==> src/source/sbc_bus_pkg.sv <==
`default_nettype none

package sbc_bus_pkg;

    typedef struct packed {
        logic        cyc;
        logic        stb;
        logic        we;
        logic [15:0] adr;
        logic [7:0]  dat;
    } wb_req_t;

    typedef struct packed {
        logic       ack;
        logic [7:0] dat;
    } wb_rsp_t;

    typedef enum logic [2:0] {
        REGION_RAM,
        REGION_HEX,
        REGION_IO,
        REGION_IRQ,
        REGION_NONE
    } region_t;

    // active-low segments, bit 0 is segment a
    typedef struct packed {
        logic [6:0] hex5;
        logic [6:0] hex4;
        logic [6:0] hex3;
        logic [6:0] hex2;
        logic [6:0] hex1;
        logic [6:0] hex0;
    } seg_disp_t;

    localparam logic [15:0] RAM_LAST = 16'h7fff;
    localparam logic [15:0] HEX_BASE = 16'h8000; // 4 bytes, offset 3 reserved
    localparam logic [15:0] IO_ADDR  = 16'h8004;
    localparam logic [15:0] IRQ_ADDR = 16'h8005;

    function automatic logic [6:0] seg_font(input logic [3:0] val);
        case (val)
            4'h0: return 7'b1000000;
            4'h1: return 7'b1111001;
            4'h2: return 7'b0100100;
            4'h3: return 7'b0110000;
            4'h4: return 7'b0011001;
            4'h5: return 7'b0010010;
            4'h6: return 7'b0000010;
            4'h7: return 7'b1111000;
            4'h8: return 7'b0000000;
            4'h9: return 7'b0010000;
            4'ha: return 7'b0001000;
            4'hb: return 7'b0000011;
            4'hc: return 7'b1000110;
            4'hd: return 7'b0100001;
            4'he: return 7'b0000110;
            default: return 7'b0001110;
        endcase
    endfunction

endpackage

`default_nettype wire

==> src/source/irq_ctrl.sv <==
`default_nettype none

module irq_ctrl import sbc_bus_pkg::*; (
    input  logic    clk,
    input  logic    rst,
    input  wb_req_t req,
    output wb_rsp_t rsp,
    input  logic    button_n,
    input  logic    irq_ext,
    output logic    irq_n
);

    logic [1:0] pending;
    logic       access;
    logic       ack_q;
    logic [7:0] dat_q;

    assign access = req.cyc && req.stb && !ack_q;

    always_ff @(posedge clk) begin
        if (rst) begin
            ack_q   <= 1'b0;
            pending <= 2'b00;
        end else begin
            ack_q <= access;
            if (access && req.we) begin
                pending <= pending & req.dat[1:0]; // clear beats a new event
            end else begin
                if (!button_n)
                    pending[0] <= 1'b1;
                if (irq_ext)
                    pending[1] <= 1'b1;
            end
        end
    end

    always_ff @(posedge clk) begin
        if (access)
            dat_q <= {6'b000000, pending};
    end

    assign rsp.ack = ack_q;
    assign rsp.dat = dat_q;
    assign irq_n   = ~|pending;

endmodule

`default_nettype wire

==> config.mk <==
export PLATFORM = sky130hd
export DESIGN_NAME = irq_ctrl
export DESIGN_NICKNAME = d
export VERILOG_FILES = /design/src/source/sbc_bus_pkg.sv /design/src/source/irq_ctrl.sv
export SDC_FILE = /design/constraint.sdc
export NUM_CORES = 1
export LEC_CHECK = 0
export BUFFER_PORTS_ARGS = -buffer_cell sky130_fd_sc_hd__buf_2
export CAP_MARGIN = 20
export CORE_AREA = 4 4 41 43
export CTS_BUF_LIST = sky130_fd_sc_hd__clkbuf_16
export DETAILED_ROUTE_END_ITERATION = 6
export DIE_AREA = 0 0 45 47
export GPL_ROUTABILITY_DRIVEN = 0
export PLACE_DENSITY = 0.7
export SLEW_MARGIN = 5
export SYNTH_ARGS = -nofsm -noshare
export SYNTH_HDL_FRONTEND = slang
export SYNTH_SLANG_ARGS = --single-unit
==> constraint.sdc <==
create_clock -name clk -period 1.1 [get_ports clk]
set_clock_uncertainty 0.2 [all_clocks]
set_input_delay 0.055 -clock clk [delete_from_list [all_inputs] [get_ports clk]]
set_output_delay 0.055 -clock clk [all_outputs]
set_load 0.05 [all_outputs]
# Word-level counts from Yosys, hierarchy flattened
# Index checks and enable logic that the tools add are counted.
[word_totals]
reg_bits = 5
inputBits = 31
out_inout_bits = 10
[op_classes]
n_mux = 3
n_bitwise = 1
eq_ne = 1
reduce_logical = 7
[ops]
columns = ["op", "count"]
rows = [
  ["$logic_and 1x1->1", 3],
  ["$and 2x2->2", 1],
  ["$logic_not 1->1", 2],
  ["$mux 1", 2],
  ["$mux 2", 1],
  ["$ne 2x1->1 const B", 1],
  ["$reduce_bool 2->1", 1],
  ["$reduce_or 2->1", 1],
]

# Depth between registers and ports, before layout
[logic_depth]
word_depth = 4
depth_mapped = 3
mapped_depth_nobuf = 3

# Worst setup path before layout
# Ideal clock, no wire load.
[synth_path]
path_type = "register to output"
from = "register pending[1]"
to = "output port irq_n"
arrival_time_ns = 0.959
stages_incl_launch_ff = 2
slack_ns = -0.114
path_cell_list = "dfxtp_1 > nor2_1"
[synth_via]
elab_chain_cells = 2
[synth_lines]
columns = ["element", "line", "text"]
rows = [
  ["start: declaration", "irq_ctrl.sv:13", "logic [1:0] pending;"],
  ["start signal: assignment", "irq_ctrl.sv:27", "pending <= pending & req.dat[1:0];"],
  ["$reduce_or 2->1", "irq_ctrl.sv:44", "assign irq_n = ~|pending;"],
  ["$logic_not 1->1", "irq_ctrl.sv:44", ""],
  ["end: declaration", "irq_ctrl.sv:10", "output logic irq_n"],
]
# Every way passes these cells.

# Worst setup path after layout
[layout_path]
from = "register pending[0]"
to = "output port irq_n"
# Same word-level chain as after synthesis.

==> summary.txt <==
Status
  – Status: completed

Logic synthesis
  – Largest cells by area after synthesis: dfxtp_1 (24%), edfxtp_1 (24%), buf_4 (21%)
  – Avg Inst Size Synth: 10.27 sq um
  – Mux cell area share after synthesis: 0%
  – Post-synth top area share: 24.37%
  – Post-synth EDFFs: 2
  – Netlist cell types: 11
  – Cell taking the most area after synthesis: dfxtp_1
  – Synth Flop Type: dfxtp_1
  – Seq/Total Area, Yosys: 48.73%
  – Post-synthesis compound-gate area fraction: 8.122%
  – Seq cells post-synth: 5
  – Top-count cell post-synth: buf_4
  – Synth Area in XOR/XNOR: 0%
  – Adder-Cell Fraction of Synth Area: 0%
  – Commonest cells post-synth: buf_4 (7), dfxtp_1 (3)
  – Combinational family with the most area after synthesis: buffers and inverters
  – Synthesized instance count: 24
  – Async SR Flop Fraction: 0%
  – Synth Cell Area: 246.5 sq um
  – YS warnings: 0
  – Area fraction in and, or, nand and nor cells after synthesis: 20.30%

Global route
  – Vias in the first global route: 196
  – Tot GR Track Use: 5.710%
  – First-pass GRT wire length: 759 um
  – Gr ovfl total: 0
  – Largest net degree at the start of global routing: 5
  – Initial antenna violation count: 0

Floorplanning
  – Row count: 13
  – Starting density of the core: 18.94%
  – Core area: 1301 sq um
  – Die width: 45 um
  – Die area: 2115 sq um
  – I/O pins: 41
  – Chip height: 47 um

STA
  – Max Freq: 940.0 MHz
  – Crit path time final: 1.064 ns
  – Period utilisation layout: 96.71%
  – Final Hold Fails: 0
  – Setup Viol. Count Final: 0
  – Setup_tns: 0 ns
  – RSZ-0062 raised after global routing: true
  – Hold Slack: 0.03972 ns
  – Pins Over Slew Limit: 0
  – Setup ws final: 0.03616 ns

Clock tree
  – CTS Root Buffer Type: clkbuf_16
  – Cts bufs inserted: 3
  – H-tree levels: 1
  – Clock sinks: 5
  – Maximum clock path buffer count: 2
  – Worst-Skew Late Latency: 0.23 ns
  – CTS tree: done
  – Clk pin slew, worst setup/hold paths: 0.03 ns

Cells and area
  – Multi-input logic area: 102.6 sq um
  – Share of cells above drive strength 1: 46.67%
  – Cell Count, Final, Fillers Out: 60
  – Diodes inserted: 0
  – Register Area: 121.4 sq um
  – Area delta synth->final: 85.79%
  – Fillers: 141
  – Final Core Density: 35.19%
  – Final #Nets: 77

Setup path
  – CP cell instances: nor2_2 -> buf_6
  – Worst setup EP type: output pin
  – Slowest Stage Delay on Critical Path: 0.32 ns
  – R2R Setup Slk: 0.05 ns
  – Top Family by Delay on Critical Path: flip-flops
  – CP max FO: 2
  – Worst setup SP type: flip-flop
  – Cells on worst reg2reg path: 3
  – Cell count along the critical path: 2
  – Setup CP Type: reg -> out
  – Slowest-stage cell, CP: dfxtp_2
  – Required time worst endpoint: 0.84 ns
  – WP data arrival: 0.81 ns
  – Buffers & Inverters on Critical Path: 1

Route
  – DR DRC count: 0
  – DRT Pass-1 Iters: 3
  – Wirelength per Cell: 8.617 um
  – Vias: 212
  – Drt first-iter violations: 4
  – Post-DRT Antenna Nets: 0
  – DR vias/cell: 3.533
  – Post-Route WL: 517 um

Pwr
  – Leakage Power: 0.2227 nW
  – PwrDens: 2096 nW/um^2
  – Worst IR drop on VDD: 0.0009132 V

Placed design
  – Placed cells: 49
  – PortBufs: 12
  – Post-place setup slack: 0.05156 ns

Min path
  – Worst Hold Class: in -> reg
  – Hold Path Stages: 4

Run
  – Max cap viols: 0
[sequential cells by signal, summed over array words and instances (netlist names)]
| register | cells |
|---|---|
| dat_q | 2 |
| ack_q | 1 |
| pending | 2 |
[kinds of logic (layout without fill, tap and decap cells)]
logic type      count (synthesis)  after routing
compound gates                  4              4
simple gates                    7              7
other cells                     1              6
flops                           5              5
buf+inv                         7             23
[worst register-to-register path, cell delays in order, from the launching register on]
cell	delay, ns
dfxtp_1	0.32
nand4b_4	0.21
o21ai_2	0.13
a21oi_1	0.07
[layer usage]
metal,vias up,GRT usage [%],routed length (um)
met3,2,3.831,66
met2,11,8.757,256
li1,108,-,-
met1,91,4.368,179
met5,-,0,0
met4,0,7.018,14
[path summary, 6_finish.rpt]
kind,start,end
setup reg to reg,ack_q,pending[1]
setup / recovery,pending[0],irq_n
hold reg to reg,ack_q,ack_q
hold / removal,req[26],pending[0]
[metrics by stage]
step	area (sq um)	power [mW]
3_3_place_gp	294.0	0.3382
2_1_floorplan	267.8	0.3285
6_report	457.9	0.9597
4_1_cts	437.9	0.9524
5_1_grt	457.9	0.9843
3_5_place_dp	294.0	0.3398
[cell type report]
type / count / share of cell area (%)
timing repair buffer: 19 / 29.78
sequential: 5 / 26.50
multi-input combinational: 17 / 22.40
clock buffer: 3 / 16.39
tap: 15 / 4.098
clock inverter: 1 / 0.8197
[layout by cell type (no fill, tap or decap)]
master / netlist / layout
a21oi_1: 2 / 2
buf_2: 0 / 10
buf_4: 7 / 2
buf_6: 0 / 1
clkbuf_16: 0 / 3
conb_1: 1 / 6
dfxtp_1: 3 / 2
dfxtp_2: 0 / 1
dlygate4sd3_1: 0 / 6
edfxtp_1: 2 / 2
inv_1: 0 / 1
nand2_1: 2 / 2
nand2b_1: 1 / 1
nand4b_4: 1 / 1
nor2_1: 2 / 1
nor2_2: 0 / 1
nor3_1: 1 / 1
o21ai_2: 0 / 2
[where the power goes]
part / internal, mW / switching (mW) / leakage (nW)
combinational: 0.0507 / 0.104 / 0.136
sequential: 0.207 / 0.00707 / 0.0442
clock: 0.471 / 0.120 / 0.0423
[timing repair]
action,in CTS,in global routing
gates resized for setup,2,4
setup buffers,0,1
endpoints found under the setup margin,2,3
endpoints found under the hold margin,3,0
hold buffers,6,0
pin swaps,0,1
(Power assumes the default switching activity.)
