**src/source/sbc_bus_pkg.sv**
```systemverilog
`default_nettype none

package sbc_bus_pkg;

    typedef struct packed {
        logic        cyc;
        logic        stb;
        logic        we;
        logic [15:0] adr;
        logic [7:0]  dat;
    } wb_req_t;

    typedef struct packed {
        logic       ack;
        logic [7:0] dat;
    } wb_rsp_t;

    typedef enum logic [2:0] {
        REGION_RAM,
        REGION_HEX,
        REGION_IO,
        REGION_IRQ,
        REGION_NONE
    } region_t;

    // active-low segments, bit 0 is segment a
    typedef struct packed {
        logic [6:0] hex5;
        logic [6:0] hex4;
        logic [6:0] hex3;
        logic [6:0] hex2;
        logic [6:0] hex1;
        logic [6:0] hex0;
    } seg_disp_t;

    localparam logic [15:0] RAM_LAST = 16'h7fff;
    localparam logic [15:0] HEX_BASE = 16'h8000; // 4 bytes, offset 3 reserved
    localparam logic [15:0] IO_ADDR  = 16'h8004;
    localparam logic [15:0] IRQ_ADDR = 16'h8005;

    function automatic logic [6:0] seg_font(input logic [3:0] val);
        case (val)
            4'h0: return 7'b1000000;
            4'h1: return 7'b1111001;
            4'h2: return 7'b0100100;
            4'h3: return 7'b0110000;
            4'h4: return 7'b0011001;
            4'h5: return 7'b0010010;
            4'h6: return 7'b0000010;
            4'h7: return 7'b1111000;
            4'h8: return 7'b0000000;
            4'h9: return 7'b0010000;
            4'ha: return 7'b0001000;
            4'hb: return 7'b0000011;
            4'hc: return 7'b1000110;
            4'hd: return 7'b0100001;
            4'he: return 7'b0000110;
            default: return 7'b0001110;
        endcase
    endfunction

endpackage

`default_nettype wire

```
**src/source/seven_seg.sv**
```systemverilog
`default_nettype none

module seven_seg import sbc_bus_pkg::*; (
    input  logic      clk,
    input  logic      rst,
    input  wb_req_t   req,
    output wb_rsp_t   rsp,
    output seg_disp_t disp
);

    logic [2:0][7:0] seg_reg;
    logic [1:0]      sel;
    logic            access;
    logic            ack_q;
    logic [7:0]      dat_q;

    assign sel    = req.adr[1:0];
    assign access = req.cyc && req.stb && !ack_q;

    always_ff @(posedge clk) begin
        if (rst) begin
            ack_q   <= 1'b0;
            seg_reg <= '0;
        end else begin
            ack_q <= access;
            if (access && req.we && sel != 2'd3)
                seg_reg[sel] <= req.dat;
        end
    end

    always_ff @(posedge clk) begin
        if (access)
            dat_q <= (sel == 2'd3) ? 8'h00 : seg_reg[sel]; // offset 3 reserved
    end

    assign rsp.ack = ack_q;
    assign rsp.dat = dat_q;

    // low nibble on even digit, high nibble on odd
    assign disp.hex0 = seg_font(seg_reg[0][3:0]);
    assign disp.hex1 = seg_font(seg_reg[0][7:4]);
    assign disp.hex2 = seg_font(seg_reg[1][3:0]);
    assign disp.hex3 = seg_font(seg_reg[1][7:4]);
    assign disp.hex4 = seg_font(seg_reg[2][3:0]);
    assign disp.hex5 = seg_font(seg_reg[2][7:4]);

endmodule

`default_nettype wire

```
**config.mk**
```make
export PLATFORM = sky130hd
export DESIGN_NAME = seven_seg
export DESIGN_NICKNAME = d
export VERILOG_FILES = /design/src/source/sbc_bus_pkg.sv /design/src/source/seven_seg.sv
export SDC_FILE = /design/constraint.sdc
export NUM_CORES = 1
export LEC_CHECK = 0
export ABC_AREA = 0
export BUFFER_PORTS_ARGS = -buffer_cell sky130_fd_sc_hd__buf_4
export CAP_MARGIN = 20
export CORE_MARGIN = 2
export CORE_UTILIZATION = 53
export DETAILED_ROUTE_END_ITERATION = 10
export GPL_ROUTABILITY_DRIVEN = 0
export MAX_ROUTING_LAYER = met4
export PLACE_DENSITY = 0.84
export RECOVER_POWER = 100
export SYNTH_ARGS = -nofsm -noshare
export SYNTH_HDL_FRONTEND = slang
export SYNTH_SLANG_ARGS = --single-unit
export TNS_END_PERCENT = 10
```
**constraint.sdc**
```tcl
create_clock -name clk -period 4.9 [get_ports clk]
set_input_delay 0.49 -clock clk [delete_from_list [all_inputs] [get_ports clk]]
set_output_delay 0.49 -clock clk [all_outputs]
set_load 0.03 [all_outputs]
```
## Word-level counts from Yosys, hierarchy flattened

Memories as Yosys holds them, arrays and structs flattened. A register that Yosys moved wholly into a read port is not among the register bits.
Cells that the tools add are included.
W data, S select, Z words.

| storage, ports and cells | value |
|---|---|
| register bits | 33 |
| ROM bits | 672 |
| bits of input ports | 29 |
| output and inout port bits | 51 |
| logic and storage cells | 38 |
| memories | 6 |

| operators by class | value |
|---|---|
| order comparisons | 2 |
| equal/unequal tests | 2 |
| multiplexer cells | 17 |
| reductions and logical operators | 6 |

Memories:

| name | words | bits a word | read ports | clocked after Yosys merged registers in | wr ports | RTL line | RTL |
|---|---|---|---|---|---|---|---|
| (name not given) | 16 | 7 | 1 | 1 | 0 | sbc_bus_pkg.sv:42 | `case (val)` |
| (name not given) | 16 | 7 | 1 | 1 | 0 | sbc_bus_pkg.sv:42 |  |
| (name not given) | 16 | 7 | 1 | 1 | 0 | sbc_bus_pkg.sv:42 |  |
| (name not given) | 16 | 7 | 1 | 1 | 0 | sbc_bus_pkg.sv:42 |  |
| (name not given) | 16 | 7 | 1 | 1 | 0 | sbc_bus_pkg.sv:42 |  |
| (name not given) | 16 | 7 | 1 | 1 | 0 | sbc_bus_pkg.sv:42 |  |

Operators by type and width:

| operator | number |
|---|---|
| $mux W4 | 12 |
| $bwmux W24 | 1 |
| $bmux W8 S2 | 1 |
| $demux W8 S2 | 1 |
| $mux W8 | 2 |
| $logic_and A1 B1 Y1 | 5 |
| $lt A2 B3 Y1 const B | 1 |
| $eq A2 B2 Y1 const B | 1 |
| $ge A2 B1 Y1 const B | 1 |
| $ne A2 B2 Y1 const B | 1 |
| $logic_not A1 Y1 | 1 |

## Longest topological paths before layout

| depth | value |
|---|---|
| depth after elaboration | 7 |
| mapped depth | 11 |
| gate-level depth less buffers | 9 |

## Worst setup path before layout

OpenSTA, ideal clock, no wires.

| path | value |
|---|---|
| path kind | input-to-reg |
| from | input port req[9] (netlist bit) |
| to | register disp[3] (netlist name) |
| setup time | 134 ps |
| arrival | 2397 ps |
| required time | 4766 ps |
| setup slack | 2369 ps |
| stages on the path | 9 |
| buffers on the path | 2 |
| path through | buf_2 > or2_1 > buf_4 > nor2_2 > nand2_1 > a21oi_1 > inv_1 > ha_1 > mux4_2 |

| between the ends | value |
|---|---|
| word-level cells in the longest chain between the ends | 7 |

Ends and longest elaborated chain:

| element | RTL line | RTL |
|---|---|---|
| from (decl) | seven_seg.sv:6 | `input wb_req_t req,` |
| $lt A2 B3 Y1 (implied by the code) / $ge A2 B1 Y1 (equally long branches) | seven_seg.sv:27 | `seg_reg[sel] <= req.dat;` |
| $logic_and A1 B1 Y1 (implied by the code) | seven_seg.sv:27 |  |
| $mux W8 (implied by the code) | seven_seg.sv:27 |  |
| $demux W8 S2 | seven_seg.sv:27 |  |
| $bwmux W24 | seven_seg.sv:27 |  |
| $mux W4 (no source line) * (2 in series) | - |  |

Every way passes the cells marked *; elsewhere a longest branch is shown, timed or not.
A chain may end at the register's enable or synchronous reset.

## Worst setup path after layout

| path | value |
|---|---|
| from | register ack_q |
| to | register disp[17] (netlist name) |

| between the ends | value |
|---|---|
| word-level cells in the longest chain between the ends | 6 |

Ends and longest elaborated chain:

| element | RTL line | RTL |
|---|---|---|
| from (decl) | seven_seg.sv:14 | `logic ack_q;` |
| from (signal assigned) | seven_seg.sv:25 | `ack_q <= access;` |
| $logic_not A1 Y1 | seven_seg.sv:18 | `assign access = req.cyc && req.stb && !ack_q;` |
| $logic_and A1 B1 Y1 | seven_seg.sv:18 |  |
| $logic_and A1 B1 Y1 (2 in series) | seven_seg.sv:26 | `if (access && req.we && sel != 2'd3)` |
| $mux W4 (no source line) (2 in series) | - |  |

No other way between the ends.

==> reports/results.txt <==
status = finished, violations left
failing checks = capacitance limit, slew limit
num rows = 31
Peak VDD IR = 0.1247 mV
vias in the first global route = 2988
hold depth = 3
FF-to-FF path depth = 7
post-route ant nets = 0
Mapped Cells = 400
share of cells above drive strength 1 = 10.61%
Crit Path Class = register to register
CTS root buffer = clkbuf_8
worst path cell trace = nand4b_1, nor2_1, mux2i_1, nor2_1, inv_1, ha_1, mux4_2
antenna cells = 0
# clock sinks = 75
DR iter-0 viols = 382
max FFs per register = 42
hold_buf cts = 0
slowest stage delay, CP = 790 ps
CTS Buffer Depth = 2
ys flop type = dfxtp_1
DR vias/cell = 5.745
initial core utilization = 54.87%
Total GRT Usage = 21.32%
reg2reg end = disp[17]$_DFF_P_
global route total overflow = 0
Yosys cell types = 57
critical path capture point = disp[17]$_DFF_P_
Chip Height = 90.89 um
FF-to-FF Start = ack_q$_SDFF_PP0_
post-CTS sizing = 0
Die W = 90.89 um
final hold slack = 409.6 ps
H-tree depth = 3
TNS Setup = 0 ps
endpoints failing setup = 0
asr flop ratio synth = 0%
I/O pins = 80
power per cell area = 274.6 mW/mm2
pin count of the biggest net entering global routing = 47
cell mode on critical path = nor2_1
initial antenna violation count = 0
number of synthesized flops with an enable pin = 8
slew margin rel. = -29.86%
Seq/Total Area, Yosys = 39.52%
minimum clock period = 3349 ps
cts bufs inserted = 9
part of the cycle the worst path needs = 68.34%
die footprint = 0.008261 mm2
Pins Over Slew Limit = 47
core area = 0.007292 mm2
Ys Warns = 0
startpoint types = register
NumNets Final = 522
Vias = 3223
final WL = 8.403 mm
# Post-CTS Setup Buffers = 0
Mapped Avg Cell Area = 10.00 um2
Clock Latency Late Sink = 350 ps
Max Cap Violations = 1
Port Buffers = 65
Fmax = 298.6 MHz
worst-margin pin slew = 1948 ps
CP required = 5120 ps
CP Max Fanout = 20
first-pass GRT wire length = 13.88 mm
HPWL after DPL = 6.159 mm
CTS tree = built
nature of the critical path endpoint = register
Mapped Area = 0.004001 mm2
DR pass1 iterations = 5
CTS clock-pin slew for the worst setup and hold paths = 70 ps
Layout Skew = 9.000 ps
DRC Markers = 0
total leakage power = 1.674 nW
RSZ-0062 raised after global routing = false
origin of the worst setup path = ack_q$_SDFF_PP0_
Mapped Nets = 465
register bit total from synthesis = 75
Hold/Removal Path Class = input pin to register
Area growth syn-to-layout = 10.44%
WP data arrival = 3570 ps
Hold Fails Final Rpt = 0
R2R Setup Slk = 1550 ps
WL/cell = 14.98 um
Critical-path top delay cell = nand4b_1
## layout by cell type (no fill, tap or decap), types with 5 or more instances in the layout
cell       n
a21o_1     7
a21oi_1   17
a32o_1     6
buf_4     12
clkbuf_1  56
clkbuf_8  11
dfxtp_1   67
edfxtp_1   8
ha_1      36
inv_1     25
mux2i_1   28
mux4_2     6
nand2_1   35
nand2b_1   9
nand3_1   25
nor2_1    10
o21ai_0   14
o21ai_1   10
o22ai_1   14
o31ai_1    5
## critical path: cells and delay by family (launching register included)
kind                     cells  cell delay [ps]
flip-flops                   1              340
AND/OR/NAND/NOR              3             1770
buffers and inverters        1              180
multiplexers                 2              640
adder cells (fa/ha/maj)      1              280
## cells by family (layout without fill, tap and decap cells)
| kind of cell | Yosys count | after routing | share of synthesized area [%] |
|---|---|---|---|
| compound gates | 97 | 97 | 16.92 |
| xor+xnor | 4 | 4 | 0.8755 |
| fa+ha+maj | 36 | 36 | 11.26 |
| buf+inv | 49 | 111 | 6.567 |
| flops | 75 | 75 | 39.52 |
| mux | 38 | 38 | 11.69 |
| simple gates | 101 | 101 | 13.16 |
## synthesized netlist by cell type (5+ instances only)
master	instances	area share, %
dfxtp_1	67	34
ha_1	36	11
nand2_1	34	3.2
mux2i_1	28	7.0
nand3_1	25	3.1
inv_1	20	1.9
a21oi_1	15	1.9
o22ai_1	14	2.2
o21ai_0	12	1.5
o21ai_1	12	1.5
nand2b_1	9	1.4
edfxtp_1	8	6.0
nor2_1	8	0.75
a21o_1	7	1.3
a32o_1	6	1.5
buf_2	6	0.75
buf_6	6	1.7
inv_2	6	0.56
mux4_2	6	3.4
a21oi_2	5	1.1
buf_4	5	0.94
o31ai_1	5	0.94
## worst min-delay path by stage
stage,start,to,slack [ps]
final,req[25],ack_q$_SDFF_PP0_,410
after global routing,req[25],ack_q$_SDFF_PP0_,420
after CTS,req[25],ack_q$_SDFF_PP0_,410
after detailed placement,seg_reg[17]$_SDFFE_PP0N_,seg_reg[17]$_SDFFE_PP0N_,480
after global placement,seg_reg[21]$_SDFFE_PP0N_,seg_reg[21]$_SDFFE_PP0N_,470
after floorplan,ack_q$_SDFF_PP0_,ack_q$_SDFF_PP0_,450
## power breakdown
part | leakage, nW | internal [W] | switching, W | total (W)
Clock | 0.101 | 0.000263 | 0.000210 | 0.000473
Combinational | 0.957 | 0.0000309 | 0.0000728 | 0.000104
Sequential | 0.617 | 0.000632 | 0.00000444 | 0.000637
## layout make-up
| type | instances | area (um2) |
|---|---|---|
| fill | 649 | 2873 |
| multi-input combinational | 276 | 2110 |
| sequential | 75 | 1582 |
| timing repair buffer | 65 | 289.0 |
| clock buffer | 14 | 162.7 |
| tap | 99 | 123.9 |
| inverter | 30 | 117.6 |
| clock inverter | 2 | 35.03 |
## through the flow
step	total power (W)	util, %	instance area, um2	setup slack (ps)	std cells
4_1_cts	0.001233	64.02	4668	2036	561
2_1_floorplan	0.0007278	-	4001	2369	400
5_1_grt	0.001264	60.60	4419	1289	561
3_3_place_gp	0.0007626	61.31	4471	1946	545
3_5_place_dp	0.0007643	61.31	4471	1884	545
6_report	0.001214	60.60	4419	1551	561
## metal layers
layer	vias to the layer above	GRT usage (%)	share of wire, %
li1	1547	-	-
met1	1521	24.89	41
met2	135	35.32	50
met3	20	3.840	6.7
met4	0	10.73	2.6
met5	-	-	0
(Power assumes the default switching activity.)
