## config.mk

```make
export PLATFORM = sky130hd
export DESIGN_NAME = bus_fabric
export DESIGN_NICKNAME = d
export VERILOG_FILES = /design/src/source/sbc_bus_pkg.sv /design/src/source/bus_fabric.sv
export SDC_FILE = /design/constraint.sdc
export NUM_CORES = 1
export LEC_CHECK = 0
export ABC_AREA = 1
export BUFFER_PORTS_ARGS = -buffer_cell sky130_fd_sc_hd__buf_2
export CAP_MARGIN = 20
export CORE_MARGIN = 4
export CORE_UTILIZATION = 32
export CTS_BUF_LIST = sky130_fd_sc_hd__clkbuf_8
export CTS_CLUSTER_SIZE = 25
export DETAILED_ROUTE_END_ITERATION = 10
export PLACE_DENSITY_LB_ADDON = 0.08
export SYNTH_ARGS = -nofsm -noshare
export SYNTH_HDL_FRONTEND = slang
export SYNTH_SLANG_ARGS = --single-unit
```

## constraint.sdc

```tcl
create_clock -name clk -period 1.4 [get_ports clk]
set_input_delay 0.28 -clock clk [delete_from_list [all_inputs] [get_ports clk]]
set_output_delay 0.28 -clock clk [all_outputs]
set_load 0.005 [all_outputs]
```

## src/source/sbc_bus_pkg.sv

```systemverilog
`default_nettype none

package sbc_bus_pkg;

    typedef struct packed {
        logic        cyc;
        logic        stb;
        logic        we;
        logic [15:0] adr;
        logic [7:0]  dat;
    } wb_req_t;

    typedef struct packed {
        logic       ack;
        logic [7:0] dat;
    } wb_rsp_t;

    typedef enum logic [2:0] {
        REGION_RAM,
        REGION_HEX,
        REGION_IO,
        REGION_IRQ,
        REGION_NONE
    } region_t;

    // active-low segments, bit 0 is segment a
    typedef struct packed {
        logic [6:0] hex5;
        logic [6:0] hex4;
        logic [6:0] hex3;
        logic [6:0] hex2;
        logic [6:0] hex1;
        logic [6:0] hex0;
    } seg_disp_t;

    localparam logic [15:0] RAM_LAST = 16'h7fff;
    localparam logic [15:0] HEX_BASE = 16'h8000; // 4 bytes, offset 3 reserved
    localparam logic [15:0] IO_ADDR  = 16'h8004;
    localparam logic [15:0] IRQ_ADDR = 16'h8005;

    function automatic logic [6:0] seg_font(input logic [3:0] val);
        case (val)
            4'h0: return 7'b1000000;
            4'h1: return 7'b1111001;
            4'h2: return 7'b0100100;
            4'h3: return 7'b0110000;
            4'h4: return 7'b0011001;
            4'h5: return 7'b0010010;
            4'h6: return 7'b0000010;
            4'h7: return 7'b1111000;
            4'h8: return 7'b0000000;
            4'h9: return 7'b0010000;
            4'ha: return 7'b0001000;
            4'hb: return 7'b0000011;
            4'hc: return 7'b1000110;
            4'hd: return 7'b0100001;
            4'he: return 7'b0000110;
            default: return 7'b0001110;
        endcase
    endfunction

endpackage

`default_nettype wire

```

## src/source/bus_fabric.sv

```systemverilog
`default_nettype none

module bus_fabric import sbc_bus_pkg::*; (
    input  logic    clk,
    input  logic    rst,
    input  wb_req_t wb_req,
    output wb_rsp_t wb_rsp,
    output wb_req_t ram_req,
    output wb_req_t hex_req,
    output wb_req_t io_req,
    output wb_req_t irq_req,
    input  wb_rsp_t ram_rsp,
    input  wb_rsp_t hex_rsp,
    input  wb_rsp_t io_rsp,
    input  wb_rsp_t irq_rsp
);

    region_t region;
    logic    none_ack;

    always_comb begin
        if (wb_req.adr <= RAM_LAST)
            region = REGION_RAM;
        else if (wb_req.adr[15:2] == HEX_BASE[15:2])
            region = REGION_HEX;
        else if (wb_req.adr == IO_ADDR)
            region = REGION_IO;
        else if (wb_req.adr == IRQ_ADDR)
            region = REGION_IRQ;
        else
            region = REGION_NONE;
    end

    always_comb begin
        ram_req     = wb_req;
        hex_req     = wb_req;
        io_req      = wb_req;
        irq_req     = wb_req;
        ram_req.stb = wb_req.stb && (region == REGION_RAM);
        hex_req.stb = wb_req.stb && (region == REGION_HEX);
        io_req.stb  = wb_req.stb && (region == REGION_IO);
        irq_req.stb = wb_req.stb && (region == REGION_IRQ);
    end

    // unmapped space answers itself
    always_ff @(posedge clk) begin
        if (rst)
            none_ack <= 1'b0;
        else
            none_ack <= wb_req.cyc && wb_req.stb && (region == REGION_NONE) && !none_ack;
    end

    always_comb begin
        wb_rsp.ack = ram_rsp.ack | hex_rsp.ack | io_rsp.ack | irq_rsp.ack | none_ack;
        case (region)
            REGION_RAM: wb_rsp.dat = ram_rsp.dat;
            REGION_HEX: wb_rsp.dat = hex_rsp.dat;
            REGION_IO:  wb_rsp.dat = io_rsp.dat;
            REGION_IRQ: wb_rsp.dat = irq_rsp.dat;
            default:    wb_rsp.dat = 8'hff; // open bus
        endcase
    end

    a_one_ack: assert property (@(posedge clk) disable iff (rst)
        $onehot0({ram_rsp.ack, hex_rsp.ack, io_rsp.ack, irq_rsp.ack, none_ack}));

    a_ack_after_stb: assert property (@(posedge clk) disable iff (rst)
        wb_rsp.ack |-> $past(wb_req.cyc && wb_req.stb));

endmodule

`default_nettype wire

```

Word level (Yosys, flattened, before mapping)
Cells that the tools add are included.
{ "word_totals": {"ff_bits": 1, "in_bits": 65, "output_inout_bits": 117, "word_cells": 27} }
{ "classes": {"magnitude_cmp": 1, "eq_ne": 7, "mux": 5, "bitwise": 4, "reduce_logical": 9} }
{ "ops": {"columns": ["operator", "count"], "rows": [
  ["equality test 16 bit (second input constant)", 2],
  ["case mux 8 bit (4 select lines)", 1],
  ["less-or-equal comparator 16 x 15 -> 1 bit (second input constant)", 1],
  ["equality test 14 bit (second input constant)", 1],
  ["2-to-1 mux 3 bit", 4],
  ["logical AND 1 bit", 7],
  ["equality test 3 x 2 -> 1 bit (second input constant)", 2],
  ["bitwise OR 1 bit", 4],
  ["equality test 3 x 1 -> 1 bit (second input constant)", 1],
  ["equality test 3 bit (second input constant)", 1],
  ["zero test 3 bit", 1],
  ["zero test 1 bit", 1]
]} }

Longest topological paths before layout
Gate-level depths: netlist of the first run.
{ "logic_depth": {"ltp_word": 8, "ltp_mapped": 9, "ltp_nobuf": 8} }

Worst setup path before layout of the first run
Ideal clock, no wire load.
{ "synth_path": {"path_type": "input to output", "start": "in wb_req[15] (netlist name)", "end": "out wb_rsp[0] (netlist name)", "arrival_time_ns": 1.059, "t_required_ns": 1.120, "slack_ns": 0.061, "cell_stages": 7, "cell_sequence": "nor2_1 nand2_1 nor2_1 nand3_1 nand2_1 nor2_1 nand2_1"} }
{ "synth_rtl": {"columns": ["element", "line_no", "text"], "rows": [
  ["start: declaration", "bus_fabric.sv:6", "input wb_req_t wb_req,"],
  ["end: declaration", "bus_fabric.sv:7", "output wb_rsp_t wb_rsp,"]
]} }

==> results.py, run 1 <==
metrics = {
    "outcome": {
        "outcome": "finished with violations",
        "violations": "setup timing",
    },
    "power_and_ir_drop": {
        "power.total_mw": 0.432,
        "leakage_nw": 1.03,
        "p_per_area_mw_per_mm2": 250,
        "switchingPower_mw": 0.183,
        "sw_frac_of_total_pct": 42.4,
        "internal_power_mw": 0.249,
        "seqPwrFrac_pct": 7.0,
        "peakVddDrop_mv": 0.118,
        "p_comb_share_pct": 93.0,
        "clkPwrFrac_pct": 0,
    },
    "cells_and_area": {
        "final_common_cell": "buf_2",
        "multiInputGateArea_sq_um": 647,
        "layout.nets": 348,
        "area_growth_pct": 28.9,
        "max_flop_register": "none_ack",
        "mostFrequentLayoutCells": "buf_2 (129), nand2_1 (32), buf_4 (27)",
        "fillers": 467,
        "final_layout_size_suffix_gt1_share_pct": 71.5,
        "final_core_util_pct": 43.0,
        "top_regs": "none_ack: 1 flops",
        "antennaDiodeCount": 0,
        "ff_latch_area_sq_um": 20.0,
        "largest_reg_flops": 1,
    },
    "yosys": {
        "synth_xor_area_share_pct": 0,
        "yosys_warnings": 0,
        "synth_top_family_by_area": "buffers and inverters",
        "syn_inst": 218,
        "synth-compound-area-share_pct": 0.373,
        "synth_mux_area_share_pct": 0,
        "post-synth-top-area-cell": "buf_4",
        "synth_seq_cells": 1,
        "ys_types": 17,
        "synth_ff_type": "dfxtp_1",
        "synthAdderAreaFrac_pct": 0,
        "synth_seq_area_share_pct": 1.49,
        "syn-num-nets": 283,
        "synth_top_area_share_pct": 58.2,
        "syn_area_sq_mm": 0.00134,
        "synth-simple-area-share_pct": 37.5,
        "async_flop_share_pct": 0,
        "synth.area.top_cells": "buf_4 (58%), nand2_1 (12%), nand3_1 (10%)",
        "avgSynthCellArea_sq_um": 6.16,
        "synth_edf_count": 0,
    },
    "global_route": {
        "grt_pass1_vias": 1315,
        "overflow": 0,
        "grt_pass1_wl_um": 6100,
        "grt_util_met2_pct": 26.0,
        "use_met1_pct": 16.3,
        "met3_usage_pct": 2.20,
        "grt-busiest-layer": "met2",
        "grt_max_degree": 10,
        "grtUsageTotal_pct": 14.0,
        "grt_antenna_before_repair": 0,
    },
    "routing": {
        "detail_route.vias_per_cell": 4.21,
        "drtPass1Iterations": 4,
        "drcViolationCount": 0,
        "wire_per_inst_um": 12.3,
        "routed_wl_um": 4090,
        "vias": 1393,
        "detail-route-antenna-nets": 0,
        "drtIter0Drc": 24,
    },
    "die": {
        "initial_core_util_pct": 33.3,
        "die_h_um": 72.8,
        "die_area_sq_mm": 0.00530,
        "rows": 23,
        "ios": 182,
        "die_x_um": 72.8,
        "design.core.area_sq_mm": 0.00403,
    },
    "sta": {
        "worst_slew_pin_slew_ps": 279,
        "period_minus_slack_ps": 1560,
        "finalMaxSlewViolations": 0,
        "worst_slack_ps": -159,
        "max_freq_ghz": 0.641,
        "finalHoldViolations": 0,
        "relSlewSlack_pct": 81.4,
        "rsz0062_at_grt": "yes",
        "fin_worst_skew_ps": 0,
        "period_share_pct": 111,
        "finalSetupViolCount": 11,
    },
    "setup_path": {
        "required_ps": 1120,
        "critPathCaptureType": "primary output",
        "startpoint_type": "input pin",
        "crit_arrival_ps": 1280,
        "critical_path_class": "input pin to primary output",
        "r2r_cells": 3,
        "crit_fanout": 5,
    },
    "run": {
        "cap_violations": 0,
    },
    "placement": {
        "io_buffers": 136,
        "dpl.hpwl_um": 3400,
        "gp_congestion": 0.742,
    },
    "clocking": {
        "clk_latency_ps": 0,
        "clkSlewWorstSetupHoldPaths_ps": 0,
    },
    "worst_hold_path": {
        "hold_class": "flip-flop to flip-flop",
        "hold-path-cell-count": 3,
    },
}
==> metrics by stage <==
step	hold WS [ps]	setup TNS, ps	cell area, sq um	instances	setup WS [ps]
finish	499	-1490	1730	331	-159
global route	544	-2730	1730	331	-264
CTS	507	-1530	1660	331	-159
detailed placement	507	-2120	1510	326	-223
global placement	502	-2130	1510	326	-228
floorplan	424	0	1340	218	61.2
==> cells by family after synthesis <==
group | after synthesis
compound gates | 1
buf+inv | 111
flops | 1
simple gates | 105
==> layout make-up <==
cell class              instances  area share (%)
repair buffers                166            56.3
inverters                       6            1.59
flip-flops and latches          1            1.16
well taps                      50            3.62
multi-input cells             108            37.4
==> per-layer routing <==
layer	part of all wire, %	vias to the layer above	wire (um)
met5	0	-	0
met4	3.1	0	127
met3	11	15	459
met2	52	92	2120
met1	34	577	1390
li1	-	709	-
==> power by group through the flow <==
stage          logic [mW]  clock network, mW  registers [mW]
3_3_place_gp        0.357                  0          0.0302
3_5_place_dp        0.356                  0          0.0302
6_report            0.402                  0          0.0302
2_1_floorplan       0.307                  0          0.0301
4_1_cts             0.392                  0          0.0302
5_1_grt             0.444                  0          0.0304
==> worst max-delay path, cell delays in order <==
cell     delay [ps]
buf_8            80
inv_6            40
nor2_8          140
nand2_2         100
nor3b_4         210
nand2_2         130
nand2_4         120
nand2_2          60
buf_2           120
==> path summary, 6_finish.rpt <==
path,start,end,slack [ps]
worst min register to register,none_ack,none_ack,500
worst max-delay path,wb_req[23],wb_rsp[1],-160
worst min-delay path,none_ack,none_ack,500
worst max register to register,none_ack,none_ack,790
==> Yosys cell counts, types with 2 or more instances <==
library cell	n
buf_4	104
nand2_1	42
nand3_1	27
nor2_1	23
nor2_2	5
inv_1	4
inv_2	2
nor2_8	2
==> timing repair <==
action | 4_1_cts | 5_1_grt
endpoints found under the setup margin | 12 | 12
pin swaps | 12 | 6
buffers inserted | 3 | 0
hold buffers | 0 | 0
cloned | 2 | 0
resized for setup | 31 | 19
Note: power is estimated with default switching activity, not from simulation.
==> run 2, diff against run 1 <==
- CORE_UTILIZATION: 32 -> 29
- clock period: 1.4 -> 1.3 ns (I/O delays scaled with it)
==> results.py, run 2 (same netlist as run 1, synthesis figures left out) <==
metrics = {
    "power_and_ir_drop": {
        "seqPwrFrac_pct": 6.8,
        "sw_frac_of_total_pct": 41.8,
        "power.total_mw": 0.478,
        "peakVddDrop_mv": 0.107,
        "leakage_nw": 1.06,
        "switchingPower_mw": 0.200,
        "internal_power_mw": 0.278,
        "p_comb_share_pct": 93.2,
        "clkPwrFrac_pct": 0,
        "p_per_area_mw_per_mm2": 262,
    },
    "setup_path": {
        "r2r_cells": 3,
        "path_depth": 11,
        "crit_path_cell_trace": "buf_8, nor2_4, buf_6, nand2_4, nor2_4, buf_12, nand3_1, nand2_1, nor2_1, nand2_1, buf_2",
        "slowest_stage": "nor2_4",
        "crit_arrival_ps": 1280,
        "critical_path_class": "input pin to primary output",
        "critPathCaptureType": "primary output",
        "max_stage_delay_ps": 130,
        "required_ps": 1040,
        "crit_family": "simple AND/OR/NAND/NOR gates",
        "path_buf_inv": 4,
        "crit_fanout": 8,
        "startpoint_type": "input pin",
    },
    "sta": {
        "finalMaxSlewViolations": 0,
        "period_share_pct": 118,
        "holdWs_ps": 509,
        "finalHoldViolations": 0,
        "period_minus_slack_ps": 1540,
        "relSlewSlack_pct": 79.3,
        "fin_worst_skew_ps": 0,
        "max_freq_ghz": 0.651,
        "rsz0062_at_grt": "yes",
        "worst_slack_ps": -236,
        "worst_slew_pin_slew_ps": 310,
        "fin_setup_tns_ps": -1960,
        "finalSetupViolCount": 11,
    },
    "clocking": {
        "clkSlewWorstSetupHoldPaths_ps": 0,
        "cts_hold_buf": 0,
        "clk_latency_ps": 0,
    },
    "cells_and_area": {
        "fin_area_sq_mm": 0.00183,
        "mostFrequentLayoutCells": "buf_2 (124), nand2_1 (33), buf_4 (25)",
        "ff_latch_area_sq_um": 20.0,
        "final_core_util_pct": 41.4,
        "fillers": 514,
        "final_common_cell": "buf_2",
        "multiInputGateArea_sq_um": 687,
        "area_growth_pct": 36.0,
        "finalNonFillerCells": 334,
        "top_regs": "none_ack: 1 flops",
        "antennaDiodeCount": 0,
        "max_flop_register": "none_ack",
        "final_layout_size_suffix_gt1_share_pct": 75.2,
        "layout.nets": 349,
        "largest_reg_flops": 1,
    },
    "placement": {
        "dp.cells": 326,
        "post_dp_cell_area_sq_mm": 0.00148,
        "gp_congestion": 0.699,
        "dpl_worst_slack_ps": -305,
        "io_buffers": 136,
        "dpl.hpwl_um": 3160,
    },
    "die": {
        "ios": 182,
        "die_h_um": 76.0,
        "die_area_sq_mm": 0.00578,
        "design.core.area_sq_mm": 0.00441,
        "rows": 24,
        "die_x_um": 76.0,
        "initial_core_util_pct": 30.4,
    },
    "outcome": {
        "violations": "setup timing",
        "outcome": "finished with violations",
    },
    "global_route": {
        "grt_antenna_before_repair": 0,
        "grt_pass1_vias": 1313,
        "grtUsageTotal_pct": 12.1,
        "grt_max_degree": 10,
        "grt_pass1_wl_um": 6180,
        "overflow": 0,
    },
    "routing": {
        "detail-route-antenna-nets": 0,
        "drtIter0Drc": 19,
        "routed_wl_um": 3910,
        "wire_per_inst_um": 11.7,
        "detail_route.vias_per_cell": 4.15,
        "drcViolationCount": 0,
        "vias": 1386,
        "drtPass1Iterations": 4,
    },
    "run": {
        "cap_violations": 0,
    },
    "worst_hold_path": {
        "hold_class": "flip-flop to flip-flop",
        "hold-path-cell-count": 3,
    },
}
[run 2: what timing repair did]
item,in CTS,in global routing
buffers inserted,4,3
endpoints found under the setup margin,12,12
gates resized for setup,44,24
cloned,2,0
pin swaps,22,13
[run 2: layout make-up]
type	count	share of cell area [%]
sequential	1	1.10
inverter	6	1.64
multi-input combinational	108	37.6
tap	52	3.56
timing repair buffer	167	56.1
[run 2: final timing paths]
check / start / endpoint / slack, ps
hold reg to reg: none_ack / none_ack / 510
hold / removal: none_ack / none_ack / 510
setup reg to reg: none_ack / none_ack / 680
setup / recovery: wb_req[21] / wb_rsp[6] / -240
[run 2: power by group through the flow]
stage	combinational [mW]	clock, mW	sequential (mW)
after detailed placement	0.379	0	0.0325
after global routing	0.491	0	0.0326
after CTS	0.436	0	0.0325
after global placement	0.381	0	0.0325
after floorplan	0.330	0	0.0325
final	0.445	0	0.0325
[run 2: metal layers]
layer / global-route usage (%) / up-vias / share of wire [%]
met1: 14.5 / 595 / 37
met2: 22.4 / 71 / 52
li1: - / 711 / -
met4: 1.25 / 0 / 0.64
met5: 0 / - / 0
met3: 2.36 / 9 / 10
[run 2: tightest hold or removal path, delay by kind of cell (launching register included)]
kind | cells | cell delay (ps)
DFF | 1 | 300
and+or+nand+nor | 3 | 160
