<file path="config.mk">
export PLATFORM = sky130hd
export DESIGN_NAME = board_io
export DESIGN_NICKNAME = d
export VERILOG_FILES = /design/src/source/sbc_bus_pkg.sv /design/src/source/board_io.sv
export SDC_FILE = /design/constraint.sdc
export NUM_CORES = 1
export LEC_CHECK = 0
export BUFFER_PORTS_ARGS = -buffer_cell sky130_fd_sc_hd__buf_4
export CAP_MARGIN = 15
export CORE_MARGIN = 8
export CORE_UTILIZATION = 35
export CTS_CLUSTER_SIZE = 28
export DETAILED_ROUTE_END_ITERATION = 8
export PLACE_DENSITY = 0.69
export SLEW_MARGIN = 15
export SYNTH_ARGS = -nofsm -noshare
export SYNTH_HDL_FRONTEND = slang
export SYNTH_SLANG_ARGS = --single-unit
</file>
<file path="constraint.sdc">
create_clock -name clk -period 1.5 [get_ports clk]
set_input_delay 0.15 -clock clk [delete_from_list [all_inputs] [get_ports clk]]
set_output_delay 0.15 -clock clk [all_outputs]
set_load 0.01 [all_outputs]
</file>
<file path="src/source/sbc_bus_pkg.sv">
`default_nettype none

package sbc_bus_pkg;

    typedef struct packed {
        logic        cyc;
        logic        stb;
        logic        we;
        logic [15:0] adr;
        logic [7:0]  dat;
    } wb_req_t;

    typedef struct packed {
        logic       ack;
        logic [7:0] dat;
    } wb_rsp_t;

    typedef enum logic [2:0] {
        REGION_RAM,
        REGION_HEX,
        REGION_IO,
        REGION_IRQ,
        REGION_NONE
    } region_t;

    // active-low segments, bit 0 is segment a
    typedef struct packed {
        logic [6:0] hex5;
        logic [6:0] hex4;
        logic [6:0] hex3;
        logic [6:0] hex2;
        logic [6:0] hex1;
        logic [6:0] hex0;
    } seg_disp_t;

    localparam logic [15:0] RAM_LAST = 16'h7fff;
    localparam logic [15:0] HEX_BASE = 16'h8000; // 4 bytes, offset 3 reserved
    localparam logic [15:0] IO_ADDR  = 16'h8004;
    localparam logic [15:0] IRQ_ADDR = 16'h8005;

    function automatic logic [6:0] seg_font(input logic [3:0] val);
        case (val)
            4'h0: return 7'b1000000;
            4'h1: return 7'b1111001;
            4'h2: return 7'b0100100;
            4'h3: return 7'b0110000;
            4'h4: return 7'b0011001;
            4'h5: return 7'b0010010;
            4'h6: return 7'b0000010;
            4'h7: return 7'b1111000;
            4'h8: return 7'b0000000;
            4'h9: return 7'b0010000;
            4'ha: return 7'b0001000;
            4'hb: return 7'b0000011;
            4'hc: return 7'b1000110;
            4'hd: return 7'b0100001;
            4'he: return 7'b0000110;
            default: return 7'b0001110;
        endcase
    endfunction

endpackage

`default_nettype wire

</file>
<file path="src/source/board_io.sv">
`default_nettype none

module board_io import sbc_bus_pkg::*; (
    input  logic       clk,
    input  logic       rst,
    input  wb_req_t    req,
    output wb_rsp_t    rsp,
    input  logic [7:0] sw,
    output logic [7:0] led
);

    logic       access;
    logic       ack_q;
    logic [7:0] dat_q;
    logic [7:0] sw_sync;

    assign access = req.cyc && req.stb && !ack_q;

    always_ff @(posedge clk) begin
        if (rst) begin
            ack_q <= 1'b0;
            led   <= 8'h00;
        end else begin
            ack_q <= access;
            if (access && req.we)
                led <= req.dat;
        end
    end

    always_ff @(posedge clk) begin
        sw_sync <= sw; // switches are asynchronous
        if (access)
            dat_q <= sw_sync;
    end

    assign rsp.ack = ack_q;
    assign rsp.dat = dat_q;

endmodule

`default_nettype wire

</file>
# Word level (Yosys, flattened, before mapping)
# Cells that the tools add are included.
# word_totals
regBits,25
out_inout_bits,17
wordCells,8
# op_classes
n_reduce_logical,4
# ops
cell,n
$logic_and A1 B1 Y1,3
$logic_not A1 Y1,1

# Logic depth before layout (Yosys ltp)
# Gate-level depths: netlist of run 1.
# logic_depth
word_depth,3
depth_mapped,3
ltp_nobuf,2

# Worst setup path after synthesis of run 1
# OpenSTA, ideal clock, no wires.
# synth_timing
path_type,reg2reg
start,register ack_q
end,"register dat_q[0], enable pin"
arrival_time_ns,0.696
path_stages_with_launch,2
setup_slack_ns,0.434
cell_sequence,dfxtp_1 nor2_1
# synth_via
elab_chain_cells,2
# synth_lines
element,line_no,rtl
from (decl),board_io.sv:13,logic ack_q;
from (signal assigned),board_io.sv:24,ack_q <= access;
$logic_not A1 Y1,board_io.sv:17,assign access = req.cyc && req.stb && !ack_q;
$logic_and A1 B1 Y1,board_io.sv:17,
via access,board_io.sv:12,logic access;
to (signal assigned),board_io.sv:33,dat_q <= sw_sync;
to (decl),board_io.sv:14,logic [7:0] dat_q;
# The timed path passes the listed nets, and every way through them passes these cells.
# A chain may end at the register's enable or synchronous reset.

# Final worst setup path of run 1
# layout_timing
start,register ack_q
end,register led[7]
# layout_via
elab_chain_cells,3
# layout_lines
element,line_no,rtl
$logic_not A1 Y1,board_io.sv:17,
$logic_and A1 B1 Y1,board_io.sv:17,
$logic_and A1 B1 Y1,board_io.sv:25,if (access && req.we)
to (signal assigned),board_io.sv:26,led <= req.dat;
to (decl),board_io.sv:9,output logic [7:0] led
# Every way passes these cells.

==> impl_metrics.toml, run 1 <==
[clocking]
path_clk_slew_ns = 0.12
cts_hold_buf = 8
clk_latency_ns = 0.30
cts.sinks = 25
htreeDepth = 1
numCtsBuffers = 3
cts-resized-gates = 0
cts_buffer_depth = 2
cts_tree = "done"
root_buffer = "clkbuf_4"
post_cts_buffers = 0

[layout]
fin_area_um2 = 1220
drive_gt1_share_pct = 40.4
n_antenna_cell = 0
area_growth_pct = 51.1
fillers = 212
fin_nets = 142

[drt]
post_drt_via_cell_ratio = 4.27
wirelength_um = 1670
wl_per_cell_um = 12.7
first_pass_iters = 2
vias = 563
ant_nets = 0
drc_errors = 0
drt_iter0_drc = 6

[timing]
fmax_mhz = 958
rsz0062_at_grt = "false"
fin_skew_ns = 0.00379
worst_slew_pin_slew_ns = 0.121
setup_tns_ns = 0
slew_headroom_pct = 91.7
setup_viol = 0
min_period_ns = 1.04
hold_viol = 0
finalCritPeriodShare_pct = 69.6
setup_ws_ns = 0.456
slew_viol_final = 0

[die]
die_y_um = 64.0
fp.coreArea_um2 = 2190
rows = 17
initial_utilization_pct = 36.8
pin_count = 54
die_width_um = 64.0
die_area_um2 = 4090

[critical_path]
critPathMaxStageDelay_ns = 0.35
regToRegSetupSlack_ns = 0.46
path_cells = "and4b_1 -> buf_4 -> mux2i_1"
crit_buf_inv = 1
cp.arrival_ns = 1.28
crit_family = "flip-flops"
r2r_end = "led[7]"
crit_path_end_kind = "register"
reg2regPathDepth = 3
cp_max_fo = 8
worstSetupPathType = "register to register"
critPathSlowestCell = "dfxtp_1"
startpoint_type = "register"
cp.depth = 3
required_ns = 1.73
reg2reg_from = "ack_q"

[synthesis]
synth_top_area_share_pct = 42.2
ys_seq_elements = 25
seq_area_frac_synth_pct = 72.0
syn_area_um2 = 806
synth.distinct_cells = 11
netlist_instances = 56
syn-mean-instance-area_um2 = 14.4
synth_warnings = 0
synth_area_leader_cell = "dfxtp_1"
synth_fp_nets = 93
synthTopCellsByArea = "dfxtp_1 (42%), edfxtp_1 (30%), nand2b_1 (12%), mux2i_1 (9.9%), buf_6 (1.4%)"

[min_path]
hold_end = "led[3]"
min_path_cells = 3
hold_class = "primary input to register"
min-delay-start = "req[3]"

[placed_design]
port_buffers = 37
gp_congestion = 0.624
dp_slack_ns = 0.465
placed_cell_area_um2 = 1110

[global_route]
grt_max_degree = 18
antenna_found_initial = 0
grt.overflow.total = 0
grt_pass1_vias = 641
grt.total_usage_pct = 8.52
grt_pass1_wl_um = 2770

[pwr]
power_density_nw_per_um2 = 938
vdd_drop_max_uv = 450
p_total_w = 0.00114
p_leak_nw = 0.521

[run_status]
status = "complete, no violations"

[flow_run]
max-cap-violations = 0
-- worst min-delay path, delay by kind of cell --
family | cells | cell delay, ns
mux | 1 | 0.06
buf+inv | 1 | 0.11
simple gates | 1 | 0.05
-- Yosys cell counts --
cell type and n:
buf_6 1, and4b_1 1, nor3_1 1, nand2_1 1
nand2b_1 16, dfxtp_1 17, buf_4 1, edfxtp_1 8
mux2i_1 8, nor2_1 1, clkbuf_1 1
-- power breakdown --
part           switching, W  total [W]  internal [W]
combinational     0.0000445   0.000130     0.0000850
sequential       0.00000966   0.000738      0.000728
clock              0.000171   0.000274      0.000103
-- per-layer routing --
layer | wire (µm) | track usage [%] | vias to the layer above
met5 | 0 | 0 | -
met4 | 0 | 3.34 | 0
met3 | 200 | 5.92 | 0
met2 | 845 | 14.9 | 26
met1 | 627 | 7.41 | 256
li1 | - | - | 281
-- cell families (layout without fill, tap and decap cells) --
logic type / after synthesis / count (layout) / share of synthesized area, %
simple gates: 20 / 20 / 15.2
buf+inv: 3 / 51 / 2.79
flops: 25 / 25 / 72.1
mux: 8 / 8 / 9.94
-- area by class of cell --
cell class	instances	area (µm²)	area share, %
flip-flops and latches	25	581	47.7
multi-input cells	28	203	16.6
clock buffers	4	26.3	2.16
repair buffers	47	373	30.6
well taps	28	35.0	2.88
-- worst max-delay path by stage --
stage               start       end  slack (ns)
CTS                 ack_q    led[7]        0.44
global route        ack_q    led[0]        0.39
detailed placement  ack_q    led[5]        0.46
floorplan           ack_q  dat_q[0]        0.43
finish              ack_q    led[7]        0.46
global placement    ack_q    led[2]        0.49
-- per-stage QoR --
step	hold WS, ns	util (%)	cells
2_1_floorplan	0.178	-	56
3_3_place_gp	0.255	50.7	120
3_5_place_dp	0.256	50.7	120
4_1_cts	0.0888	55.6	132
5_1_grt	0.0903	55.6	132
6_report	0.104	55.6	132
-- cell usage in the layout, fill, tap and decap left out --
master          n
nor2_1          1
clkbuf_1        1
edfxtp_1        8
dlygate4sd3_1   8
buf_4          39
nor3_1          1
and4b_1         1
nand2_1         1
clkbuf_4        3
mux2i_1         8
nand2b_1       16
dfxtp_1        17
-- state kept, by name, indices dropped and copies added (netlist names) --
register  flops
dat_q         8
led           8
sw_sync       8
ack_q         1
Power figures use the tool's default switching activity.
==> run 2: changes to the inputs <==
PLACE_DENSITY = 0.72   (was 0.69)
clock period = 0.9 ns   (was 1.5 ns; I/O delays follow)
==> run 2 against run 1 <==
  * The flow now finishes with violations (negative setup slack)
  * Die area did not move
  * Sequential share of layout area fell by 3.7 points
  * Via count rose by 1.4%
  * Final cell count rose by 3.0%
  * Largest power group unchanged
==> impl_metrics.toml, run 2 (synthesized netlist as in run 1, its figures left out) <==
[critical_path]
reg2regPathDepth = 4
cp_max_fo = 8
critPathSlowestCell = "dfxtp_2"
cpMostUsedCell = "buf_6"
path_cells = "buf_4 -> buf_6 -> nor2_4 -> buf_6"
cp.arrival_ns = 1.08
crit_family = "buffers and inverters"
crit_path_end_kind = "register"
regToRegSetupSlack_ns = -0.15
reg2reg_from = "ack_q"
critPathMaxStageDelay_ns = 0.35
r2r_end = "dat_q[6]"
worstSetupPathType = "register to register"
required_ns = 0.93
startpoint_type = "register"
crit_buf_inv = 3

[drt]
first_pass_iters = 3
wl_per_cell_um = 12.5
post_drt_via_cell_ratio = 4.20
drt_iter0_drc = 8
wirelength_um = 1700
vias = 571
ant_nets = 0
drc_errors = 0

[clocking]
clk_latency_ns = 0.30
cts.sinks = 25
cts_tree = "done"
path_clk_slew_ns = 0.12
numCtsBuffers = 3
htreeDepth = 1
root_buffer = "clkbuf_4"
cts_buffer_depth = 2

[die]
die_y_um = 64.0
pin_count = 54
rows = 17
die_area_um2 = 4090
fp.coreArea_um2 = 2190
die_width_um = 64.0
initial_utilization_pct = 36.8

[layout]
final_cell_mix = "buf_4 (24), buf_6 (18), nand2b_1 (16)"
drive_gt1_share_pct = 51.9
final_common_cell = "buf_4"
largest_registers = "dat_q (8), led (8), sw_sync (8)"
n_antenna_cell = 0
fin_area_um2 = 1350
final_cells = 136
area_growth_pct = 67.1
fillers = 186
fin_nets = 146

[timing]
fin_skew_ns = 0.00271
setup_viol = 25
min_period_ns = 1.05
setup_tns_ns = -2.44
slew_headroom_pct = 90.9
worst_slew_pin_slew_ns = 0.133
slew_viol_final = 0
rsz0062_at_grt = "true"
fmax_mhz = 950
hold_viol = 0
finalCritPeriodShare_pct = 117
setup_ws_ns = -0.153

[pwr]
p_leak_nw = 0.567
vdd_drop_max_uv = 753
power_density_nw_per_um2 = 1450

[min_path]
min_path_cells = 3
hold_class = "primary input to register"
hold_end = "led[7]"
min-delay-start = "req[7]"

[global_route]
grt_pass1_wl_um = 2900
grt.overflow.total = 0
grt.total_usage_pct = 8.81
grt_pass1_vias = 696
antenna_found_initial = 0
grt_max_degree = 18

[run_status]
violations = "negative setup slack"
status = "finished with violations"

[placed_design]
dp_hpwl_um = 1230
placed_cells = 120
placed_cell_area_um2 = 1130
port_buffers = 37
gp_congestion = 0.644

[flow_run]
max-cap-violations = 0
## run 2: per-stage QoR
stage | worst slack [ns] | total power, W | utilization (%) | hold slack [ns]
6_report | -0.153 | 0.00195 | 61.5 | 0.0338
5_1_grt | -0.222 | 0.00207 | 61.5 | 0.0129
4_1_cts | -0.140 | 0.00196 | 57.8 | 0.0278
3_5_place_dp | -0.140 | 0.00145 | 51.5 | 0.196
3_3_place_gp | -0.0979 | 0.00145 | 51.5 | 0.196
2_1_floorplan | -0.0302 | 0.00133 | - | 0.118
## run 2: report_power, final
part	internal [W]	total [W]	switching, W
clock	0.000172	0.000458	0.000285
sequential	0.00122	0.00124	0.0000210
combinational	0.000174	0.000256	0.0000815
total	0.00156	0.00195	0.000388
## run 2: layer usage
metal / part of all wire [%] / vias up / wire, µm / GRT usage, %
met5: 0 / - / 0 / 0
met1: 37 / 258 / 624 / 7.82
met4: 0 / 0 / 0 / 3.34
met3: 13 / 0 / 213 / 5.23
li1: - / 288 / - / -
met2: 51 / 25 / 867 / 15.9
## run 2: area by class of cell
type / instances / area, µm² / share of cell area (%)
tap: 28 / 35.0 / 2.60
clock buffer: 4 / 26.3 / 1.95
timing repair buffer: 51 / 483 / 35.9
multi-input combinational: 28 / 210 / 15.6
sequential: 25 / 592 / 44.0
## run 2: timing repair
action,in CTS,in global routing
endpoints found under the setup margin,18,33
hold buffers,8,0
pin swaps,0,1
resized for setup,7,20
buffers inserted,1,3
hold endpoints to repair,8,0
gates cloned,0,0
## run 2: worst register-to-register path: cells and delay by family (launching register included)
kind                   cells  cell delay (ns)
and+or+nand+nor            1             0.07
buffers and inverters      3             0.37
DFF                        1             0.35
## run 2: worst max path at each step
stage | cells past startpoint | slack [ns] | startpoint | endpoint
3_5_place_dp | 3 | -0.14 | ack_q | led[2]
2_1_floorplan | 3 | -0.03 | ack_q | led[0]
6_report | 4 | -0.15 | ack_q | dat_q[6]
3_3_place_gp | 3 | -0.1 | ack_q | led[0]
5_1_grt | 3 | -0.22 | ack_q | led[4]
4_1_cts | 3 | -0.14 | ack_q | led[2]
==> run 3: changes to the inputs <==
PLACE_DENSITY = 0.76   (was 0.72)
==> run 3 against run 2 <==
  * The flow still finishes with violations (negative setup slack)
  * Hold slack got worse by 0.0059 ns
  * Non-clock buffer count decreased by 3
  * Routed wire length increased by 6.7%
  * Via count increased by 0.88%
  * Global-route usage increased by 0.27 points
  * Utilization decreased by 1.4 points
  * Clock power increased by 5.7%
  * Flip-flop and latch count unchanged
  * Sequential share of layout area increased by 0.91 points
  * Combinational power decreased by 3%
  * Highest routed layer unchanged
==> impl_metrics.toml, run 3 (synthesized netlist as in run 1, its figures left out) <==
[run_status]
status = "finished with violations"
violations = "negative setup slack"

[drt]
post_drt_via_cell_ratio = 4.33
wl_per_cell_um = 13.7
ant_nets = 0
drt_iter0_drc = 12
first_pass_iters = 4
wirelength_um = 1820
vias = 576
drc_errors = 0

[global_route]
grt.overflow.total = 0
antenna_found_initial = 0
grt_max_degree = 18
grt_pass1_vias = 663
grt.total_usage_pct = 9.07
grt_pass1_wl_um = 3010

[min_path]
hold_end = "led[6]"
min-delay-start = "req[6]"
hold_class = "primary input to register"
min_path_cells = 3

[placed_design]
placed_cells = 120
dp_hpwl_um = 1280
placed_cell_area_um2 = 1130
port_buffers = 37
gp_congestion = 0.678

[layout]
area_growth_pct = 63.4
final_cells = 133
n_antenna_cell = 0
multi_input_area_um2 = 214
final-seq-area_um2 = 591
final_cell_mix = "buf_4 (24), nand2b_1 (16), buf_6 (15)"
fin_nets = 143
largest_registers = "dat_q (8), led (8), sw_sync (8)"
final_common_cell = "buf_4"
drive_gt1_share_pct = 51.4
fillers = 190
fin_area_um2 = 1320

[clocking]
root_buffer = "clkbuf_4"
cts_buffer_depth = 2
numCtsBuffers = 3
clk_latency_ns = 0.31
path_clk_slew_ns = 0.13
cts.sinks = 25
htreeDepth = 1
cts_tree = "done"

[critical_path]
required_ns = 1.14
regToRegSetupSlack_ns = -0.17
r2r_end = "led[7]"
cp_max_fo = 8
crit_path_end_kind = "register"
crit_buf_inv = 1
crit_family = "flip-flops"
critPathMaxStageDelay_ns = 0.36
cp.arrival_ns = 1.31
reg2reg_from = "ack_q"
path_cells = "and4b_1 -> buf_12 -> mux2i_2"
worstSetupPathType = "register to register"
reg2regPathDepth = 3
cp.depth = 3
critPathSlowestCell = "dfxtp_2"
startpoint_type = "register"

[die]
initial_utilization_pct = 36.8
pin_count = 54
rows = 17
die_width_um = 64.0
die_area_um2 = 4090
fp.coreArea_um2 = 2190
die_y_um = 64.0

[pwr]
p_total_w = 0.00197
p_leak_nw = 0.553
power_density_nw_per_um2 = 1500
vdd_drop_max_uv = 757

[timing]
hold_viol = 0
finalCritPeriodShare_pct = 119
rsz0062_at_grt = "true"
setup_tns_ns = -2.07
min_period_ns = 1.07
fmax_mhz = 937
fin_skew_ns = 0.00362
setup_ws_ns = -0.168
setup_viol = 24
slew_headroom_pct = 91.5
worst_slew_pin_slew_ns = 0.123
slew_viol_final = 0

[flow_run]
max-cap-violations = 0
[run 3: worst max path at each step]
stage	startpoint	endpoint	slack, ns
finish	ack_q	led[7]	-0.17
global route	ack_q	led[7]	-0.22
CTS	ack_q	led[7]	-0.16
detailed placement	ack_q	led[1]	-0.13
global placement	ack_q	led[1]	-0.10
floorplan	ack_q	led[0]	-0.03
[run 3: worst min-delay path: cells and delay by family]
kind	cells	cell delay [ns]
buf+inv	1	0.11
mux	1	0.06
simple gates	1	0.06
[run 3: what timing repair did]
item / CTS / global route
setup endpoints to repair: 17 / 33
resized for setup: 6 / 18
endpoints found under the hold margin: 8 / 0
buffers inserted: 1 / 0
hold buffers: 8 / 0
pin swaps: 0 / 1
[run 3: cell type report]
cell class	count	share of cell area [%]
Clock buffer	3	1.71
Clock inverter	1	0.380
Multi-Input combinational cell	28	16.3
Sequential cell	25	44.9
Tap cell	28	2.66
Timing Repair Buffer	48	34.1
[run 3: metal layers]
metal	GRT usage (%)	up-vias	wire, µm
met1	9.31	264	724
met3	5.40	0	205
li1	-	284	-
met2	15.3	28	888
met4	2.51	0	0
met5	0	-	0
[run 3: power by group]
group / internal, W / switching, W
clock network: 0.000166 / 0.000318
logic: 0.000166 / 0.0000819
registers: 0.00122 / 0.0000207
[run 3: through the flow]
stage	hold WS [ns]	setup slack [ns]	util, %
floorplan	0.118	-0.0302	-
global placement	0.196	-0.101	51.5
detailed placement	0.196	-0.133	51.5
CTS	0.0290	-0.156	57.8
global route	0.0214	-0.225	60.1
finish	0.0279	-0.168	60.1
